===== config.mk =====
export PLATFORM = sky130hd
export DESIGN_NAME = rv_ctrl_pipe
export DESIGN_NICKNAME = d
export VERILOG_FILES = /design/src/hw/rv_ctrl_pkg.sv /design/src/hw/decode_stage.sv /design/src/hw/exec_ctrl_stage.sv /design/src/hw/rv_ctrl_pipe.sv /design/src/hw/wb_ctrl_stage.sv
export SDC_FILE = /design/constraint.sdc
export NUM_CORES = 1
export LEC_CHECK = 0
export ABC_AREA = 1
export BUFFER_PORTS_ARGS = -buffer_cell sky130_fd_sc_hd__buf_2
export CELL_PAD_IN_SITES_DETAIL_PLACEMENT = 1
export CELL_PAD_IN_SITES_GLOBAL_PLACEMENT = 1
export CORE_ASPECT_RATIO = 0.75
export CORE_MARGIN = 1
export CORE_UTILIZATION = 37
export CTS_CLUSTER_SIZE = 40
export DETAILED_ROUTE_END_ITERATION = 8
export GPL_ROUTABILITY_DRIVEN = 0
export GPL_TIMING_DRIVEN = 0
export HOLD_SLACK_MARGIN = 0.06
export PLACE_DENSITY = 0.86
export REMOVE_ABC_BUFFERS = 1
export SYNTH_ARGS = -nofsm -noshare
export SYNTH_HDL_FRONTEND = slang
export SYNTH_SLANG_ARGS = --single-unit

===== constraint.sdc =====
create_clock -name clk -period 1.6 [get_ports clk]
set_input_delay 0.24 -clock clk [delete_from_list [all_inputs] [get_ports clk]]
set_output_delay 0.24 -clock clk [all_outputs]
set_load 0.02 [all_outputs]

===== src/hw/rv_ctrl_pkg.sv =====
// Shared widths, funct3 codes, control enums and stage records
// for the RV32I decode, execute and write-back control pipeline
package rv_ctrl_pkg;

  localparam int XLEN   = 32;  // Instruction word width
  localparam int REG_AW = 5;   // Register index width

  // Branch funct3 codes
  localparam logic [2:0] F3_BEQ  = 3'b000;
  localparam logic [2:0] F3_BNE  = 3'b001;
  localparam logic [2:0] F3_BLT  = 3'b100;
  localparam logic [2:0] F3_BGE  = 3'b101;
  localparam logic [2:0] F3_BLTU = 3'b110;
  localparam logic [2:0] F3_BGEU = 3'b111;

  // Load funct3 codes
  localparam logic [2:0] F3_LB  = 3'b000;
  localparam logic [2:0] F3_LH  = 3'b001;
  localparam logic [2:0] F3_LW  = 3'b010;
  localparam logic [2:0] F3_LBU = 3'b100;
  localparam logic [2:0] F3_LHU = 3'b101;

  // Major opcode, instruction bits 6:2
  typedef enum logic [4:0] {
    OP_LOAD    = 5'b00000,
    OP_IMM     = 5'b00100,
    OP_AUIPC   = 5'b00101,
    OP_STORE   = 5'b01000,
    OP_REG     = 5'b01100,
    OP_LUI     = 5'b01101,
    OP_BRANCH  = 5'b11000,
    OP_JALR    = 5'b11001,
    OP_JAL     = 5'b11011,
    OP_ILLEGAL = 5'b11111   // Reserved pattern, never a legal RV32I opcode
  } opcode_e;

  typedef enum logic [3:0] {
    ALU_ADD  = 4'd0,
    ALU_SUB  = 4'd1,
    ALU_AND  = 4'd2,
    ALU_OR   = 4'd3,
    ALU_XOR  = 4'd4,
    ALU_SLL  = 4'd5,
    ALU_SRL  = 4'd6,
    ALU_SRA  = 4'd7,
    ALU_SLT  = 4'd8,
    ALU_SLTU = 4'd9
  } alu_op_e;

  typedef enum logic [1:0] {A_RS1 = 2'd0, A_PC = 2'd1, A_ZERO = 2'd2} a_sel_e;
  typedef enum logic {B_RS2 = 1'b0, B_IMM = 1'b1} b_sel_e;
  typedef enum logic {FWD_NONE = 1'b0, FWD_WB = 1'b1} fwd_e;
  typedef enum logic [1:0] {WB_MEM = 2'd0, WB_ALU = 2'd1, WB_PC4 = 2'd2} wb_sel_e;
  typedef enum logic [2:0] {
    LD_W  = 3'd0,
    LD_UH = 3'd1,
    LD_SH = 3'd2,
    LD_UB = 3'd3,
    LD_SB = 3'd4
  } ld_sel_e;
  typedef enum logic {PC_SEQ = 1'b0, PC_TARGET = 1'b1} pc_sel_e;

  // Decode to execute record
  typedef struct packed {
    logic              valid;
    opcode_e           op;
    logic [2:0]        funct3;
    logic              alt;       // funct7 bit 5
    logic [REG_AW-1:0] rd;
    logic [REG_AW-1:0] rs1;
    logic [REG_AW-1:0] rs2;
    logic              uses_rs1;
    logic              uses_rs2;
  } dec_t;

  typedef struct packed {
    alu_op_e alu_op;
    a_sel_e  a_sel;
    b_sel_e  b_sel;
    logic    br_un;  // Unsigned compare for the branch comparator
    fwd_e    fwd_a;
    fwd_e    fwd_b;
  } exec_ctrl_t;

  // Execute to write-back record
  typedef struct packed {
    logic              valid;
    opcode_e           op;
    logic [2:0]        funct3;
    logic [REG_AW-1:0] rd;
    logic              rf_we;
    logic              redirect;  // Taken branch or jump
  } wb_t;

  typedef struct packed {
    logic    rf_we;
    wb_sel_e wb_sel;
    ld_sel_e ld_sel;
  } wb_ctrl_t;

endpackage


===== src/hw/decode_stage.sv =====
// Decode stage: instruction register, opcode mapping and
// register-use flags for the decode-to-execute record
`timescale 1ns/10ps

module decode_stage (
  input  logic                         clk,
  input  logic                         rst,
  input  logic                         inst_valid,
  input  logic [rv_ctrl_pkg::XLEN-1:0] inst,
  output rv_ctrl_pkg::dec_t            dec
);

  rv_ctrl_pkg::opcode_e op;
  logic                 uses_rs1;
  logic                 uses_rs2;

  always_comb begin
    if (inst[1:0] != 2'b11) begin  // Compressed or malformed word
      op = rv_ctrl_pkg::OP_ILLEGAL;
    end else begin
      case (inst[6:2])
        rv_ctrl_pkg::OP_REG,
        rv_ctrl_pkg::OP_IMM,
        rv_ctrl_pkg::OP_LOAD,
        rv_ctrl_pkg::OP_STORE,
        rv_ctrl_pkg::OP_BRANCH,
        rv_ctrl_pkg::OP_JAL,
        rv_ctrl_pkg::OP_JALR,
        rv_ctrl_pkg::OP_AUIPC,
        rv_ctrl_pkg::OP_LUI: op = rv_ctrl_pkg::opcode_e'(inst[6:2]);
        default:             op = rv_ctrl_pkg::OP_ILLEGAL;  // SYSTEM, FENCE and the rest
      endcase
    end
  end

  always_comb begin
    case (op)
      rv_ctrl_pkg::OP_JAL,
      rv_ctrl_pkg::OP_AUIPC,
      rv_ctrl_pkg::OP_LUI,
      rv_ctrl_pkg::OP_ILLEGAL: uses_rs1 = 1'b0;
      default:                 uses_rs1 = 1'b1;
    endcase
    case (op)
      rv_ctrl_pkg::OP_REG,
      rv_ctrl_pkg::OP_STORE,
      rv_ctrl_pkg::OP_BRANCH: uses_rs2 = 1'b1;
      default:                uses_rs2 = 1'b0;
    endcase
  end

  always_ff @(posedge clk) begin
    if (inst_valid) begin  // Fields hold across bubbles
      dec.op       <= op;
      dec.funct3   <= inst[14:12];
      dec.alt      <= inst[30];
      dec.rd       <= inst[11:7];
      dec.rs1      <= inst[19:15];
      dec.rs2      <= inst[24:20];
      dec.uses_rs1 <= uses_rs1;
      dec.uses_rs2 <= uses_rs2;
    end
    if (rst) begin
      dec.valid <= 1'b0;
    end else begin
      dec.valid <= inst_valid;
    end
  end

endmodule


===== src/hw/exec_ctrl_stage.sv =====
// Execute control: ALU and operand selects, branch resolution,
// write-back forwarding and the execute-to-write-back register
`timescale 1ns/10ps

module exec_ctrl_stage (
  input  logic                    clk,
  input  logic                    rst,
  input  rv_ctrl_pkg::dec_t       dec,
  input  logic                    br_eq,
  input  logic                    br_lt,
  output rv_ctrl_pkg::exec_ctrl_t x_ctrl,
  output logic                    br_taken,
  output rv_ctrl_pkg::wb_t        wb
);

  rv_ctrl_pkg::alu_op_e alu_dec;
  logic                 br_cond;
  logic                 wb_hit;
  logic                 redirect;
  logic                 rf_we;
  logic                 legal;

  assign legal = dec.valid && (dec.op != rv_ctrl_pkg::OP_ILLEGAL);

  // Shared funct3 decode for register and immediate arithmetic
  always_comb begin
    case (dec.funct3)
      3'b000: begin
        if (dec.alt && (dec.op == rv_ctrl_pkg::OP_REG)) begin
          alu_dec = rv_ctrl_pkg::ALU_SUB;  // ADDI never subtracts
        end else begin
          alu_dec = rv_ctrl_pkg::ALU_ADD;
        end
      end
      3'b001:  alu_dec = rv_ctrl_pkg::ALU_SLL;
      3'b010:  alu_dec = rv_ctrl_pkg::ALU_SLT;
      3'b011:  alu_dec = rv_ctrl_pkg::ALU_SLTU;
      3'b100:  alu_dec = rv_ctrl_pkg::ALU_XOR;
      3'b101:  alu_dec = dec.alt ? rv_ctrl_pkg::ALU_SRA : rv_ctrl_pkg::ALU_SRL;
      3'b110:  alu_dec = rv_ctrl_pkg::ALU_OR;
      default: alu_dec = rv_ctrl_pkg::ALU_AND;
    endcase
  end

  // Producer in write-back that actually writes a real register
  assign wb_hit = wb.valid && wb.rf_we && (wb.rd != '0);

  always_comb begin
    x_ctrl.alu_op = rv_ctrl_pkg::ALU_ADD;  // Neutral controls
    x_ctrl.a_sel  = rv_ctrl_pkg::A_RS1;
    x_ctrl.b_sel  = rv_ctrl_pkg::B_RS2;
    x_ctrl.br_un  = 1'b0;
    x_ctrl.fwd_a  = rv_ctrl_pkg::FWD_NONE;
    x_ctrl.fwd_b  = rv_ctrl_pkg::FWD_NONE;
    if (legal) begin
      if (dec.op == rv_ctrl_pkg::OP_REG || dec.op == rv_ctrl_pkg::OP_IMM) begin
        x_ctrl.alu_op = alu_dec;
      end
      case (dec.op)
        rv_ctrl_pkg::OP_BRANCH,
        rv_ctrl_pkg::OP_JAL,
        rv_ctrl_pkg::OP_AUIPC: x_ctrl.a_sel = rv_ctrl_pkg::A_PC;
        rv_ctrl_pkg::OP_LUI:   x_ctrl.a_sel = rv_ctrl_pkg::A_ZERO;
        default:               x_ctrl.a_sel = rv_ctrl_pkg::A_RS1;
      endcase
      if (dec.op != rv_ctrl_pkg::OP_REG) begin
        x_ctrl.b_sel = rv_ctrl_pkg::B_IMM;
      end
      x_ctrl.br_un = (dec.op == rv_ctrl_pkg::OP_BRANCH) &&
                     (dec.funct3 == rv_ctrl_pkg::F3_BLTU ||
                      dec.funct3 == rv_ctrl_pkg::F3_BGEU);
      if (wb_hit && dec.uses_rs1 && (wb.rd == dec.rs1)) begin
        x_ctrl.fwd_a = rv_ctrl_pkg::FWD_WB;
      end
      if (wb_hit && dec.uses_rs2 && (wb.rd == dec.rs2)) begin
        x_ctrl.fwd_b = rv_ctrl_pkg::FWD_WB;
      end
    end
  end

  always_comb begin
    case (dec.funct3)
      rv_ctrl_pkg::F3_BEQ:  br_cond = br_eq;
      rv_ctrl_pkg::F3_BNE:  br_cond = !br_eq;
      rv_ctrl_pkg::F3_BLT,
      rv_ctrl_pkg::F3_BLTU: br_cond = br_lt;   // Comparator follows br_un
      rv_ctrl_pkg::F3_BGE,
      rv_ctrl_pkg::F3_BGEU: br_cond = !br_lt;
      default:              br_cond = 1'b0;
    endcase
  end

  assign br_taken = dec.valid && (dec.op == rv_ctrl_pkg::OP_BRANCH) && br_cond;
  assign redirect = br_taken ||
                    (dec.valid && (dec.op == rv_ctrl_pkg::OP_JAL ||
                                   dec.op == rv_ctrl_pkg::OP_JALR));

  always_comb begin
    case (dec.op)
      rv_ctrl_pkg::OP_REG,
      rv_ctrl_pkg::OP_IMM,
      rv_ctrl_pkg::OP_LOAD,
      rv_ctrl_pkg::OP_JAL,
      rv_ctrl_pkg::OP_JALR,
      rv_ctrl_pkg::OP_AUIPC,
      rv_ctrl_pkg::OP_LUI: rf_we = dec.valid;
      default:             rf_we = 1'b0;
    endcase
  end

  always_ff @(posedge clk) begin
    wb.op     <= dec.op;
    wb.funct3 <= dec.funct3;
    wb.rd     <= dec.rd;
    if (rst) begin
      wb.valid    <= 1'b0;
      wb.rf_we    <= 1'b0;
      wb.redirect <= 1'b0;
    end else begin
      wb.valid    <= dec.valid;
      wb.rf_we    <= rf_we;
      wb.redirect <= redirect;
    end
  end

endmodule


===== src/hw/rv_ctrl_pipe.sv =====
// Control pipeline top: decode, execute control and
// write-back control stages in a chain
`timescale 1ns/10ps

module rv_ctrl_pipe (
  input  logic                           clk,
  input  logic                           rst,
  input  logic                           inst_valid,
  input  logic [rv_ctrl_pkg::XLEN-1:0]   inst,
  input  logic                           br_eq,
  input  logic                           br_lt,
  output rv_ctrl_pkg::exec_ctrl_t        x_ctrl,
  output logic                           br_taken,
  output rv_ctrl_pkg::wb_ctrl_t          wb_ctrl,
  output logic [rv_ctrl_pkg::REG_AW-1:0] wb_rd,
  output rv_ctrl_pkg::pc_sel_e           pc_sel
);

  rv_ctrl_pkg::dec_t dec;  // Decode to execute
  rv_ctrl_pkg::wb_t  wb;   // Execute to write-back

  decode_stage u_decode (
    .clk        (clk),
    .rst        (rst),
    .inst_valid (inst_valid),
    .inst       (inst),
    .dec        (dec)
  );

  exec_ctrl_stage u_exec (
    .clk      (clk),
    .rst      (rst),
    .dec      (dec),
    .br_eq    (br_eq),
    .br_lt    (br_lt),
    .x_ctrl   (x_ctrl),
    .br_taken (br_taken),
    .wb       (wb)
  );

  wb_ctrl_stage u_wb (
    .wb      (wb),
    .wb_ctrl (wb_ctrl),
    .wb_rd   (wb_rd),
    .pc_sel  (pc_sel)
  );

endmodule


===== src/hw/wb_ctrl_stage.sv =====
// Write-back control: register write enable, write-back source,
// load extend select and next-PC select
`timescale 1ns/10ps

module wb_ctrl_stage (
  input  rv_ctrl_pkg::wb_t                wb,
  output rv_ctrl_pkg::wb_ctrl_t           wb_ctrl,
  output logic [rv_ctrl_pkg::REG_AW-1:0]  wb_rd,
  output rv_ctrl_pkg::pc_sel_e            pc_sel
);

  logic we;

  assign we = wb.valid && wb.rf_we;

  always_comb begin
    wb_ctrl.rf_we  = we;
    wb_ctrl.wb_sel = rv_ctrl_pkg::WB_ALU;
    wb_ctrl.ld_sel = rv_ctrl_pkg::LD_W;
    if (wb.valid) begin
      case (wb.op)
        rv_ctrl_pkg::OP_LOAD: begin
          wb_ctrl.wb_sel = rv_ctrl_pkg::WB_MEM;
          case (wb.funct3)
            rv_ctrl_pkg::F3_LB:  wb_ctrl.ld_sel = rv_ctrl_pkg::LD_SB;
            rv_ctrl_pkg::F3_LBU: wb_ctrl.ld_sel = rv_ctrl_pkg::LD_UB;
            rv_ctrl_pkg::F3_LH:  wb_ctrl.ld_sel = rv_ctrl_pkg::LD_SH;
            rv_ctrl_pkg::F3_LHU: wb_ctrl.ld_sel = rv_ctrl_pkg::LD_UH;
            default:             wb_ctrl.ld_sel = rv_ctrl_pkg::LD_W;  // LW and reserved codes
          endcase
        end
        rv_ctrl_pkg::OP_JAL,
        rv_ctrl_pkg::OP_JALR: wb_ctrl.wb_sel = rv_ctrl_pkg::WB_PC4;  // Link address
        default:              wb_ctrl.wb_sel = rv_ctrl_pkg::WB_ALU;
      endcase
    end
  end

  assign wb_rd  = we ? wb.rd : '0;  // Zero whenever nothing is written
  assign pc_sel = (wb.valid && wb.redirect) ? rv_ctrl_pkg::PC_TARGET : rv_ctrl_pkg::PC_SEQ;

endmodule

-- Word-level counts from Yosys, hierarchy flattened
Cells that the tools add are included.
- bits in registers: 43
- input bits: 37
- output and inout bits: 23
- eq/ne operators: 39
- muxes and demuxes: 20
- bitwise operators: 1
- reduce and logical (&&, ||, !) cells: 34
- operators with widths (cell ; number):
    == test 5 bit, second input constant ; 11
    == test 5 x 4 -> 1 bit, second input constant ; 8
    case mux 4 bit (7 select lines) ; 1
    == test 5 x 3 -> 1 bit, second input constant ; 5
    two-way mux 5 bit ; 4
    == test 3 bit, second input constant ; 6
    logical NOT 5 bit ; 3
    logical AND 1 bit ; 13
    case mux 3 bit (4 select lines) ; 1
    == test 5 bit ; 2
    two-way mux 10 bit ; 1
    OR reduction 9 bit ; 1
    two-way mux 1 bit ; 8
    case mux 2 bit (2 select lines) ; 2
    OR reduction 2 bit ; 4
    OR reduction 7 bit ; 1
    == test 3 x 1 -> 1 bit, second input constant ; 2
    == test 3 x 2 -> 1 bit, second input constant ; 2
    logical NOT 3 bit ; 2
    OR reduction 3 bit ; 2
    inequality test 5 x 4 -> 1 bit, second input constant ; 1
    inequality test 5 bit, second input constant ; 1
    nonzero test 5 bit ; 1
    logical OR 1 bit ; 4
    7 further kinds ; 8

-- Depth between registers and ports, before layout
Gate-level depths: netlist of the first run.
- word-level depth: 7
- depth in mapped cells: 7

-- Cells and area by module
A second synthesis of the first run with hierarchy kept.
- cells, all modules: 205
- area, all modules: 1929.4 µm²
- modules (own cells, without submodules) (module ; times used ; cells each ; area each (µm²) ; sequential area each (µm²)):
    decode_stage ; 1 ; 52 ; 938.4 ; 800.8
    exec_ctrl_stage ; 1 ; 119 ; 827.0 ; 320.3
    wb_ctrl_stage ; 1 ; 34 ; 163.9 ; 0.0

-- Worst setup path after synthesis of the first run
No wires, ideal clock.
- path type: register to output
- start point: reg u_decode.dec[25] (netlist name)
- end point: out x_ctrl[9] (netlist name)
- arrival: 1.273 ns
- data required time: 1.360 ns
- path slack: 0.087 ns
- cell stages (with the launch flop): 6
- cell sequence: edfxtp_1 > inv_2 > nor2_2 > nand2_1 > nand4_1 > nor3_1
- RTL lines (item ; line ; RTL):
    end, declared ; rv_ctrl_pipe.sv:12 ; output rv_ctrl_pkg::exec_ctrl_t x_ctrl,

==> results of run 1 <==
==> power groups by stage <==
stage	sequential, uW	combinational, uW	clock, uW
floorplan	1320	124	0
global placement	1340	197	0
detailed placement	1350	207	0
CTS	1320	267	695
global route	1330	369	762
finish	1320	338	692
==> area by class of cell <==
cell class / instances / area [sq um] / area share [%]
clock buffers: 7 / 86.3 / 3.23
multi-input cells: 124 / 741 / 27.7
repair buffers: 76 / 508 / 19.0
inverters: 36 / 138 / 5.15
clock inverters: 1 / 3.75 / 0.140
flip-flops and latches: 43 / 1120 / 42.0
well taps: 60 / 75.1 / 2.81
==> kinds of logic (layout without fill, tap and decap cells) <==
logic type      after synthesis  after routing  synth area share, %
simple gates                106            106                 25.6
xor+xnor                      7              7                 3.27
buf+inv                      38            120                 8.01
compound gates               11             11                 3.40
flops                        43             43                 59.8
==> stage by stage <==
stage | utilization [%] | hold WS [ps]
finish | 54.9 | 112
global route | 54.9 | 101
CTS | 51.0 | 114
detailed placement | 45.2 | 337
global placement | 45.2 | 325
floorplan | - | 311
==> worst paths after layout <==
path,endpoint,slack [ps],depth (start not counted)
max reg2reg,u_exec.wb[1],140,8
max,x_ctrl[9],-330,5
min,u_decode.dec[7],110,1
min reg2reg,u_exec.wb[6],350,0
==> repair_timing <==
item | CTS | global route
resized for setup | 30 | 37
endpoints found under the setup margin | 14 | 15
setup buffers | 14 | 10
cloned | 0 | 0
pin swaps | 9 | 12
==> layout by cell type, fill, tap and decap left out, types with 2 or more instances in the layout <==
master    netlist  final
nand3_1        15     10
dfxtp_1        17     16
o21ai_0         4      2
clkbuf_8        0      6
nor2_2          3      4
nand2_1        33     28
nand2_2         1      3
buf_4           2     26
nor2_1         34     26
inv_2           2      7
nand4_1         7      7
o21ai_2         1      2
xor2_1          7      7
or2_2           4      3
nor2_4          0      7
edfxtp_1       26     26
buf_2           0     40
buf_6           0     10
inv_1          34     28
nand2_4         0      3
nor3_1          4      4
a21oi_1         4      4
nand3_2         0      4
==> Yosys cell counts <==
master	count	area (sq um)
o21ai_0	4	20.0
inv_2	2	7.51
dfxtp_1	17	340
nand3b_1	1	7.51
xor2_1	7	61.3
and2_1	1	6.26
or2_2	4	25.0
o21ai_2	1	8.76
nand2_2	1	6.26
nand2_1	33	124
edfxtp_1	26	781
a21oi_1	4	20.0
buf_4	2	15.0
nand4_1	7	43.8
o21bai_1	1	7.51
nor2_1	34	128
nor2_2	3	18.8
nand3_1	15	75.1
inv_1	34	128
nor4_2	1	12.5
a21boi_1	1	7.51
nor3_1	4	20.0
nor4_1	2	12.5
==> state kept, by name, indices dropped and copies added, names as in the netlist <==
name and count:
u_decode.dec 27, u_exec.wb 16
==> per-layer routing <==
metal | up-vias | global-route usage [%] | part of all wire [%]
met2 | 55 | 36.8 | 50
li1 | 822 | - | -
met4 | 0 | 9.70 | 3.8
met5 | - | 0 | 0
met1 | 830 | 23.0 | 42
met3 | 19 | 3.54 | 3.8
==> metrics.md, run 1 <==
| Metric | Value |
|---|---|
| Largest buffer count on any clock path | 2 |
| Num rows | 22 |
| Max Slew Vio Count | 0 |
| Comb power frac | roughly 14% |
| Minimum clock period | between 1500 and 2000 ps |
| Setup WS post-layout | -326 ps |
| Sequential area share after synthesis | 59.8% |
| Crit Path Category | reg -> out |
| Placed cell areas | about 0.0022 sq mm |
| Crit path required time | ~1400 ps |
| CP Capture Type | output pin |
| Post-CTS Hold Buffers | 0 |
| Final Power | 2350 uW |
| IR Drop Worst-Case VDD | ~0.65 mV |
| Crit-path max cell delay | 430 ps |
| Max Clk Rate | just over 500 MHz |
| Synthesis Warnings | 0 |
| Routed Antenna Nets | 0 |
| Cell-internal power | 1750 uW |
| Port Buffers | 53 |
| CTS clk-pin slew, worst paths | 80 ps |
| Core Box Area | about 0.0049 sq mm |
| Via count | 1,726 |
| Tot GR Track Use | 20.2% |
| Seq cells post-synth | 43 |
| Die span in y | 63.7 um |
| Final Routed Wirelength | around 6000 um |
| Critical path's slowest cell | edfxtp_1 |
| Avg WL per Cell | 16.9 um |
| CTS tree | yes |
| Critical path fanouts, max | 4 |
| Via-per-instance ratio | slightly below 5 |
| Hold Crit Start | inst[15] |
| FILL cells | about 570 |
| Starting density of the core | 38.5% |
| GRT overflow | 0 |
| DRC viols | 6 |
| Num CTS Buffers | 5 |
| Die area | around 0.0054 sq mm |
| Initial antenna violation count | 0 |
| Initial DRC count | 74 |
| Pwr dens | around 880 mW/mm^2 |
| First-pass GRT wire length | 8110 um |
| Failing checks | design-rule violations, negative setup slack |
| Sw power | 603 uW |
| Crit path launch type | flop |
| DP HPWL | approximately 3300 um |
| Worst Hold Class | in -> reg |
| Layout Cells excl Fill | between 300 and 400 |
| Avg Synthesized Cell Area | just over 9 sq um |
| Worst path bufs/invs | 2 |
| Count of cell types in the netlist | 23 |
| Outcome | finished with violations |
| Mapped Area | 0.00188 sq mm |
| Ant diodes | 0 |
| CTS sink count | 43 |
| CP startpoint | u_decode.dec[23] |
| Setup violations, final | 11 |
| CP Cell Sequence | inv_1, nor2_2, nand4_1, nor3_1, buf_2 |
| Final Cycle Share | 120% |
| Final Hold Viols | 0 |
| Vias in the first global route | 1,765 |
| MaxCap Viol Count | 0 |
| Lkg Pwr | 0.00128 uW |
| Critical R2R Launch | u_decode.dec[23] |
| Clk pwr share | 29.4% |
| Area grow syn2layout | 42.6% |
| Net count, final | 323 |
| Skew-Pair Late Insertion Delay | ~300 ps |
| Fin area | between 0.002 and 0.003 sq mm |
| Switching share of power | around 26% |
| Placed insts | 316 |
| H-tree depth | 2 |
| Cells after synthesis | 205 |
| Largest net degree at the start of global routing | 28 |
| Clk root buf | clkbuf_8 |
| Clock skew | between 9 and 10 ps |
| Die W | 84.2 um |
| Setup TNS | -2900 ps |
| Top-level I/O count | 60 |
| TritonRoute pass-1 iters | 6 |
| RSZ-0062 raised after global routing | yes |
| Seq pwr share | a little under three fifths |
| Critical path arrival | 1690 ps |
| Worst slack, placed | 4.59 ps |
| Slew headroom | 58.3% |
| CP top delay family | simple AND/OR/NAND/NOR gates |
| Layout cells sized above 1 | 42.2% |
| Measured slew at the worst slew-check pin | 626 ps |
Note: power is estimated with default switching activity, not from simulation.
==> run 2: changes to the inputs <==
--- a/config.mk
+++ b/config.mk
@@ -5,7 +5,6 @@
 export SDC_FILE = /design/constraint.sdc
 export NUM_CORES = 1
 export LEC_CHECK = 0
-export ABC_AREA = 1
 export BUFFER_PORTS_ARGS = -buffer_cell sky130_fd_sc_hd__buf_2
 export CELL_PAD_IN_SITES_DETAIL_PLACEMENT = 1
 export CELL_PAD_IN_SITES_GLOBAL_PLACEMENT = 1
@@ -17,7 +16,7 @@
 export GPL_ROUTABILITY_DRIVEN = 0
 export GPL_TIMING_DRIVEN = 0
 export HOLD_SLACK_MARGIN = 0.06
-export PLACE_DENSITY = 0.86
+export PLACE_DENSITY = 0.84
 export REMOVE_ABC_BUFFERS = 1
 export SYNTH_ARGS = -nofsm -noshare
 export SYNTH_HDL_FRONTEND = slang
==> run 2 against run 1 <==
  * The run ends with negative setup slack left
  * Synthesized area fell by 7.2%
  * Clock-buffer cell count fell by 2
  * Largest power group unchanged
  * First-iteration DRC count rose by 23%
  * Sequential share of layout area rose by 2.6 points
  * Register-to-register slack got worse by 80 ps
  * Critical path type unchanged
  * Combinational power fell by 14%
==> metrics.md, run 2 <==
| Metric | Value |
|---|---|
| Area share of the largest cell type after synthesis | 44.9% (+3.2 points) |
| Crit path required time | 1360 ps (about the same) |
| Starting density of the core | 38.7% (+0.24 points) |
| Compound-gate portion of the synthesized area | 6.47% (+3.1 points) |
| Largest register FFs | 27 (unchanged) |
| Setup WS post-layout | -419 ps (-92.9 ps) |
| Initial antenna violation count | 0 (unchanged) |
| Placed cell areas | 0.00206 sq mm (-6.4%) |
| Ys async rst share | 0% (unchanged) |
| Post-synth EDFFs | 26 (unchanged) |
| Skew-Pair Late Insertion Delay | 300 ps (about the same) |
| Final Cycle Share | 126% (+5.8 points) |
| GRT overflow | 0 (unchanged) |
| Count of cell types in the netlist | 37 (+61%) |
| Critical R2R Launch | u_decode.dec[20] |
| Synth top cells by count | edfxtp_1 (26), dfxtp_1 (17), nor2_1 (14) |
| DP HPWL | 2670 um (-18%) |
| Area grow syn2layout | 45.4% |
| Final Routed Wirelength | 4910 um (-17%) |
| Critical path arrival | 1780 ps (+90 ps) |
| Net count, final | 265 (-18%) |
| Reg with most FFs | u_decode.dec |
| Worst Hold Class | in -> reg |
| Avg Synthesized Cell Area | 11.8 sq um (+29%) |
| Vias in the first global route | 1,334 (-24%) |
| Most frequent cells in the layout | buf_2 (39), buf_4 (28), edfxtp_1 (26) |
| Layout cells sized above 1 | 48.0% (+5.9 points) |
| Num CTS Buffers | 5 (unchanged) |
| Crit Path Category | reg -> out |
| Clock skew | 3.13 ps (-6.76 ps) |
| Hold Path End | u_decode.dec[14] |
| Via-per-instance ratio | 5.16 (+3.8%) |
| H-tree depth | 2 (unchanged) |
| Busiest grt layer | met2 |
| Largest net degree at the start of global routing | 28 (unchanged) |
| CP Capture Type | output pin |
| Initial DRC count | 91 (+23%) |
| Fin area | 0.00253 sq mm (-5.3%) |
| Number of cells on the worst reg-to-reg path | 4 (-4) |
| Final Power | 2440 uW (+3.6%) |
| Crit path launch type | flop |
| Max Clk Rate | 495 MHz (-4.6%) |
| Die area | 0.00498 sq mm (-7.0%) |
| Cells after synthesis | 147 (-28%) |
| Mapped Area | 0.00174 sq mm (-7.2%) |
| Tot GR Track Use | 18.8% (-1.4 points) |
| Ant diodes | 0 (unchanged) |
| Setup violations, final | 15 (+4) |
| Critical path fanouts, max | 3 (-1) |
| Measured slew at the worst slew-check pin | 594 ps (-32.2 ps) |
| Crit-path max cell delay | 520 ps (+90 ps) |
| Minimum clock period | 2020 ps (+92.9 ps) |
| Synthesis Warnings | 0 (unchanged) |
| R2r endpoint | u_exec.wb[0] |
| Die span in y | 61.4 um (-3.6%) |
| CTS tree | yes |
| Slew headroom | 60.4% (+2.1 points) |
| Avg WL per Cell | 17.2 um (+1.3%) |
| Outcome | finished with violations |
| RSZ-0062 raised after global routing | yes |
| Met3 Use GR | 3.56% (+0.017 points) |
| Mux cell area share after synthesis | 0% (unchanged) |
| Synth top area cells | edfxtp_1 (45%), dfxtp_1 (20%), xnor2_1 (5.5%) |
| Main combinational cell family by area after synthesis | simple AND/OR/NAND/NOR gates |
| CP Cell Sequence | or4_4, or3_4, nor3_2, buf_4 |
| Lkg Pwr | 0.00105 uW (-18%) |
| Most common cell in the netlist | edfxtp_1 |
| Seq cells post-synth | 43 (unchanged) |
| CTS sink count | 43 (unchanged) |
| CP startpoint | u_exec.wb[14] |
| Layout Cells excl Fill | 286 (-18%) |
| IR Drop Worst-Case VDD | 0.704 mV (+8.9%) |
| Simple-gate portion of the synthesized area | 21.6% (-4.0 points) |
| TritonRoute pass-1 iters | 4 (-2) |
| Post-CTS Hold Buffers | 0 (unchanged) |
| Die W | 81.2 um (-3.6%) |
| CTS clk-pin slew, worst paths | 80 ps (about the same) |
| Post-Synth XOR/XNOR Area | 5.54% (+2.3 points) |
| Worst slack, placed | -122 ps (-127 ps) |
| Num rows | 21 (-4.5%) |
| Hold Crit Start | inst[9] |
| Met2 Track Usage GR | 30.4% (-6.4 points) |
| Routed Antenna Nets | 0 (unchanged) |
| Via count | 1,476 (-14%) |
| Hold Path Depth | 1 (unchanged) |
| Critical path's slowest cell | or4_4 |
| GR Util met1 | 24.4% (+1.4 points) |
| Cell taking the most area after synthesis | edfxtp_1 |
| Max Slew Vio Count | 0 (unchanged) |
| Placed insts | 254 (-20%) |
| Core Box Area | 0.00449 sq mm (-7.8%) |
| Largest regs | u_decode.dec x27, u_exec.wb x16 |
| Post-Synth Adder-Cell Area | 0% (unchanged) |
| First-pass GRT wire length | 6640 um (-18%) |
| Setup TNS | -3850 ps (-947 ps) |
| Top-level I/O count | 60 (unchanged) |
| Largest buffer count on any clock path | 2 (unchanged) |
| Port Buffers | 53 (unchanged) |
| Reg2reg setup slack | 60 ps (-80 ps) |
| MaxCap Viol Count | 0 (unchanged) |
| Final Hold Viols | 0 (unchanged) |
| Sequential area share after synthesis | 64.4% (+4.6 points) |
| Clk root buf | clkbuf_8 |
| Most common cell after layout, fill and taps aside | buf_2 |
| Failing checks | negative setup slack |
| Pwr dens | 964 mW/mm^2 (+9.5%) |
| Primary FF master, synth | edfxtp_1 |
| DRC viols | 0 (-6) |
[run 2: changes by cell type after synthesis, moves of 6 or more]
cell	change
inv_1	-29
nand2_1	-22
nor2_1	-20
xnor2_1	+11
nand3_1	-10
xor2_1	-7
and3_1	+6
[run 2: timing repair]
| item | CTS | global route |
|---|---|---|
| setup endpoints to repair | 14 | 16 |
| pin swaps | 16 | 12 |
| setup buffers | 13 | 11 |
| resized for setup | 27 | 26 |
[run 2: metal layers]
metal  routed length, um  part of all wire, %
met5                   0                    0
met3                 192                  3.9
met2                2300                   47
met1                2250                   46
met4                 168                  3.4
[run 2: how the worst max path moves through the flow]
stage / end / slack, ps
2_1_floorplan: x_ctrl[0] / -140
3_3_place_gp: wb_ctrl[2] / -100
3_5_place_dp: x_ctrl[1] / -120
4_1_cts: wb_ctrl[2] / -430
5_1_grt: wb_ctrl[2] / -480
6_report: wb_ctrl[2] / -420
[run 2: power by group]
part | switching [uW] | internal [uW]
Sequential | 63.2 | 1260
Clock | 366 | 464
Combinational | 138 | 150
[run 2: final cells by class]
| type | count | area, sq um |
|---|---|---|
| clock buffers | 5 | 68.8 |
| clock inverters | 3 | 43.8 |
| repair buffers | 77 | 518 |
| fillers | 484 | 1960 |
| flip-flops and latches | 43 | 1130 |
| multi-input cells | 96 | 683 |
| well taps | 57 | 71.3 |
| inverters | 5 | 18.8 |
[run 2: worst max-delay path, delay by kind of cell, from the launching register on]
family	cells	cell delay, ps
flops	1	320
buf+inv	1	160
simple gates	3	1000
[run 2: cell families after synthesis]
group                     count (synthesis)
AOI/OAI and AO/OA                        19
xor gates and xnor gates                 11
buffers and inverters                     8
DFF                                      43
and+or+nand+nor                          66
[run 2: per-stage QoR]
step / utilization (%) / hold WS (ps)
floorplan: - / 312
global placement: 45.9 / 325
detailed placement: 45.9 / 331
CTS: 52.0 / 107
global route: 56.3 / 99.0
finish: 56.3 / 112
==> run 3: changes to the inputs <==
--- a/config.mk
+++ b/config.mk
@@ -5,6 +5,7 @@
 export SDC_FILE = /design/constraint.sdc
 export NUM_CORES = 1
 export LEC_CHECK = 0
+export ABC_AREA = 1
 export BUFFER_PORTS_ARGS = -buffer_cell sky130_fd_sc_hd__buf_2
 export CELL_PAD_IN_SITES_DETAIL_PLACEMENT = 1
 export CELL_PAD_IN_SITES_GLOBAL_PLACEMENT = 1
@@ -16,7 +17,7 @@
 export GPL_ROUTABILITY_DRIVEN = 0
 export GPL_TIMING_DRIVEN = 0
 export HOLD_SLACK_MARGIN = 0.06
-export PLACE_DENSITY = 0.84
+export PLACE_DENSITY = 0.86
 export REMOVE_ABC_BUFFERS = 1
 export SYNTH_ARGS = -nofsm -noshare
 export SYNTH_HDL_FRONTEND = slang
==> constraint.sdc (replaced) <==
create_clock -name clk -period 2.2 [get_ports clk]
set_input_delay 0.33 -clock clk [delete_from_list [all_inputs] [get_ports clk]]
set_output_delay 0.33 -clock clk [all_outputs]
set_load 0.02 [all_outputs]
==> run 3 against run 2 <==
  * The flow finishes with violations (design-rule violations)
  * First-iteration DRC count shrank 38%
  * Sequential share of layout area is 4.4 points higher
  * Combinational power fell by 48%
  * Clock-buffer cell count rose by 2
  * Design area is 9.5% lower
  * Critical path depth up 4
  * Largest cell class unchanged
  * Register-to-register slack improved by 830 ps
  * Largest power group unchanged
==> metrics.md, run 3 (synthesized netlist as in run 1, its figures left out) <==
| Metric | Value |
|---|---|
| Critical path's slowest cell | edfxtp_1 |
| Core Box Area | 0.00487 sq mm (+8.4%) |
| DP HPWL | 3270 um (+23%) |
| CTS sink count | 43 (unchanged) |
| H-tree depth | 2 (unchanged) |
| Failing checks | design-rule violations |
| Clock skew | 4.14 ps (+1.01 ps) |
| RSZ-0062 raised after global routing | no |
| Initial DRC count | 56 (-38%) |
| Crit-path max cell delay | 490 ps (-30 ps) |
| CP top delay family | simple AND/OR/NAND/NOR gates |
| Sw power | 368 uW (-35%) |
| Final Hold Viols | 0 (unchanged) |
| Critical path arrival | 1660 ps (-120 ps) |
| Setup violations, final | 0 (-15) |
| Net count, final | 300 (+13%) |
| Max Clk Rate | 502 MHz |
| Initial antenna violation count | 0 (unchanged) |
| Cell-internal power | 1230 uW (-34%) |
| Die W | 84.2 um (+3.7%) |
| Num rows | 22 (+4.8%) |
| Measured slew at the worst slew-check pin | 617 ps (+23.1 ps) |
| Largest net degree at the start of global routing | 28 (unchanged) |
| Seq pwr share | 60.2% (+6.1 points) |
| Clk pwr share | 30.4% (-3.6 points) |
| Tot GR Track Use | 17.1% (-1.8 points) |
| CTS clk-pin slew, worst paths | 70 ps (about the same) |
| Layout cells sized above 1 | 26.9% (-21 points) |
| Num CTS Buffers | 5 (unchanged) |
| CP Cell Sequence | nor2_2, nand2_1, nor2_1, nand3_1, nand3_1, nand2_1, inv_1, buf_2 |
| Critical R2R Launch | u_decode.dec[21] |
| Area grow syn2layout | 22.1% |
| Number of cells on the worst reg-to-reg path | 5 (+1) |
| R2r endpoint | u_exec.wb[0] |
| Post-CTS Resized | 0 (-100%) |
| Reg2reg setup slack | 890 ps (+830 ps) |
| CP startpoint | u_decode.dec[21] |
| Crit Path Category | reg -> out |
| Post-CTS Repair Setup Buffers | 0 (-13) |
| IR Drop Worst-Case VDD | 0.309 mV (-56%) |
| Minimum clock period | roughly 2000 ps |
| CP Capture Type | output pin |
| Post-CTS Hold Buffers | 0 (unchanged) |
| Crit path required time | 1870 ps (+510 ps) |
| Port Buffers | 53 (unchanged) |
| Hold Path End | u_decode.dec[7] |
| Ant diodes | 0 (unchanged) |
| Post-route core utilization | 47.0% (-9.3 points) |
| Final Power | 1590 uW (-35%) |
| Largest regs | u_decode.dec x27, u_exec.wb x16 |
| Switching share of power | 23.1% (-0.20 points) |
| Setup TNS | 0 ps (+3850 ps) |
| CTS tree | yes |
| Slew headroom | 58.9% (-1.5 points) |
| Hold Crit Start | inst[15] |
| Vias in the first global route | 1,569 (+18%) |
| Final Cycle Share | between 90% and 100% |
| DRC viols | 6 (+6) |
| Die area | 0.00536 sq mm (+7.5%) |
| Most frequent cells in the layout | buf_2 (53), inv_1 (34), nor2_1 (34) |
| Worst Hold Class | in -> reg |
| Top-level I/O count | 60 (unchanged) |
| Avg WL per Cell | 12.4 um (-28%) |
| Via-per-instance ratio | 4.69 (-9.0%) |
| TritonRoute pass-1 iters | 6 (+2) |
| Max Slew Vio Count | 0 (unchanged) |
| Largest buffer count on any clock path | 2 (unchanged) |
| Crit path launch type | flop |
| Outcome | finished with violations |
| Via count | 1,521 (+3.0%) |
| Skew-Pair Late Insertion Delay | 280 ps (-20 ps) |
| Worst path bufs/invs | 2 (+1) |
| Most common cell after layout, fill and taps aside | buf_2 |
| First-pass GRT wire length | 7000 um (+5.5%) |
| MaxCap Viol Count | 0 (unchanged) |
| Lkg Pwr | 0.00114 uW (+8.8%) |
| Clk root buf | clkbuf_8 |
| Comb power frac | 9.4% (-2.4 points) |
| GRT overflow | 0 (unchanged) |
| Pwr dens | 696 mW/mm^2 (-28%) |
| Starting density of the core | 38.5% (-0.24 points) |
| Critical path fanouts, max | 5 (+2) |
| Largest register FFs | 27 (unchanged) |
| Final Routed Wirelength | 4010 um (-18%) |
| Die span in y | 63.7 um (+3.7%) |
| Hold Path Depth | 1 (unchanged) |
| Reg with most FFs | u_decode.dec |
| Routed Antenna Nets | 0 (unchanged) |
-- run 3: cell count changes in the layout (fill, tap and decap cells not counted), moves of 4 or more --
cell     previous run  this run
buf_6              10         0
nand3_1             4        15
nand2_1            10        33
inv_1               5        34
nor3_1              0         4
buf_2              39        53
xnor2_1            11         0
and3_1              6         0
nor2_1             11        34
xor2_1              0         7
buf_4              28         0
or2_2               0         4
-- run 3: cell type report --
cell class / instances / area (sq um)
inverter: 36 / 135
timing repair buffer: 53 / 265
clock inverter: 1 / 3.75
clock buffer: 7 / 86.3
multi-input combinational: 124 / 604
fill: 592 / 2580
sequential: 43 / 1120
tap: 60 / 75.1
-- run 3: through the flow --
step / setup WS [ps] / hold WS, ps / cells / area, sq um
2_1_floorplan: 597 / 323 / 203 / 1860
3_3_place_gp: 569 / 325 / 316 / 2200
3_5_place_dp: 515 / 337 / 316 / 2200
4_1_cts: 198 / 204 / 324 / 2290
5_1_grt: 78.9 / 192 / 324 / 2290
6_report: 209 / 216 / 324 / 2290
-- run 3: power groups by stage --
stage               Combinational (uW)  Clock [uW]  Sequential (uW)
finish                             149         485              960
CTS                                152         505              960
detailed placement                 151           0              978
global route                       173         548              967
global placement                   143           0              973
floorplan                         89.8           0              962
-- run 3: worst max-delay path by stage --
stage | to | cells past startpoint
after CTS | x_ctrl[6] | 8
after floorplan | x_ctrl[9] | 5
final | x_ctrl[6] | 8
after global routing | br_taken | 8
after global placement | br_taken | 8
after detailed placement | x_ctrl[6] | 8
-- run 3: layer usage --
| metal | GRT usage [%] | vias to the layer above | wire, um |
|---|---|---|---|
| met1 | 21.0 | 705 | 1860 |
| met3 | 3.28 | 9 | 137 |
| met4 | 6.68 | 0 | 75 |
| li1 | - | 774 | - |
| met2 | 29.6 | 33 | 1940 |
| met5 | 0 | - | 0 |
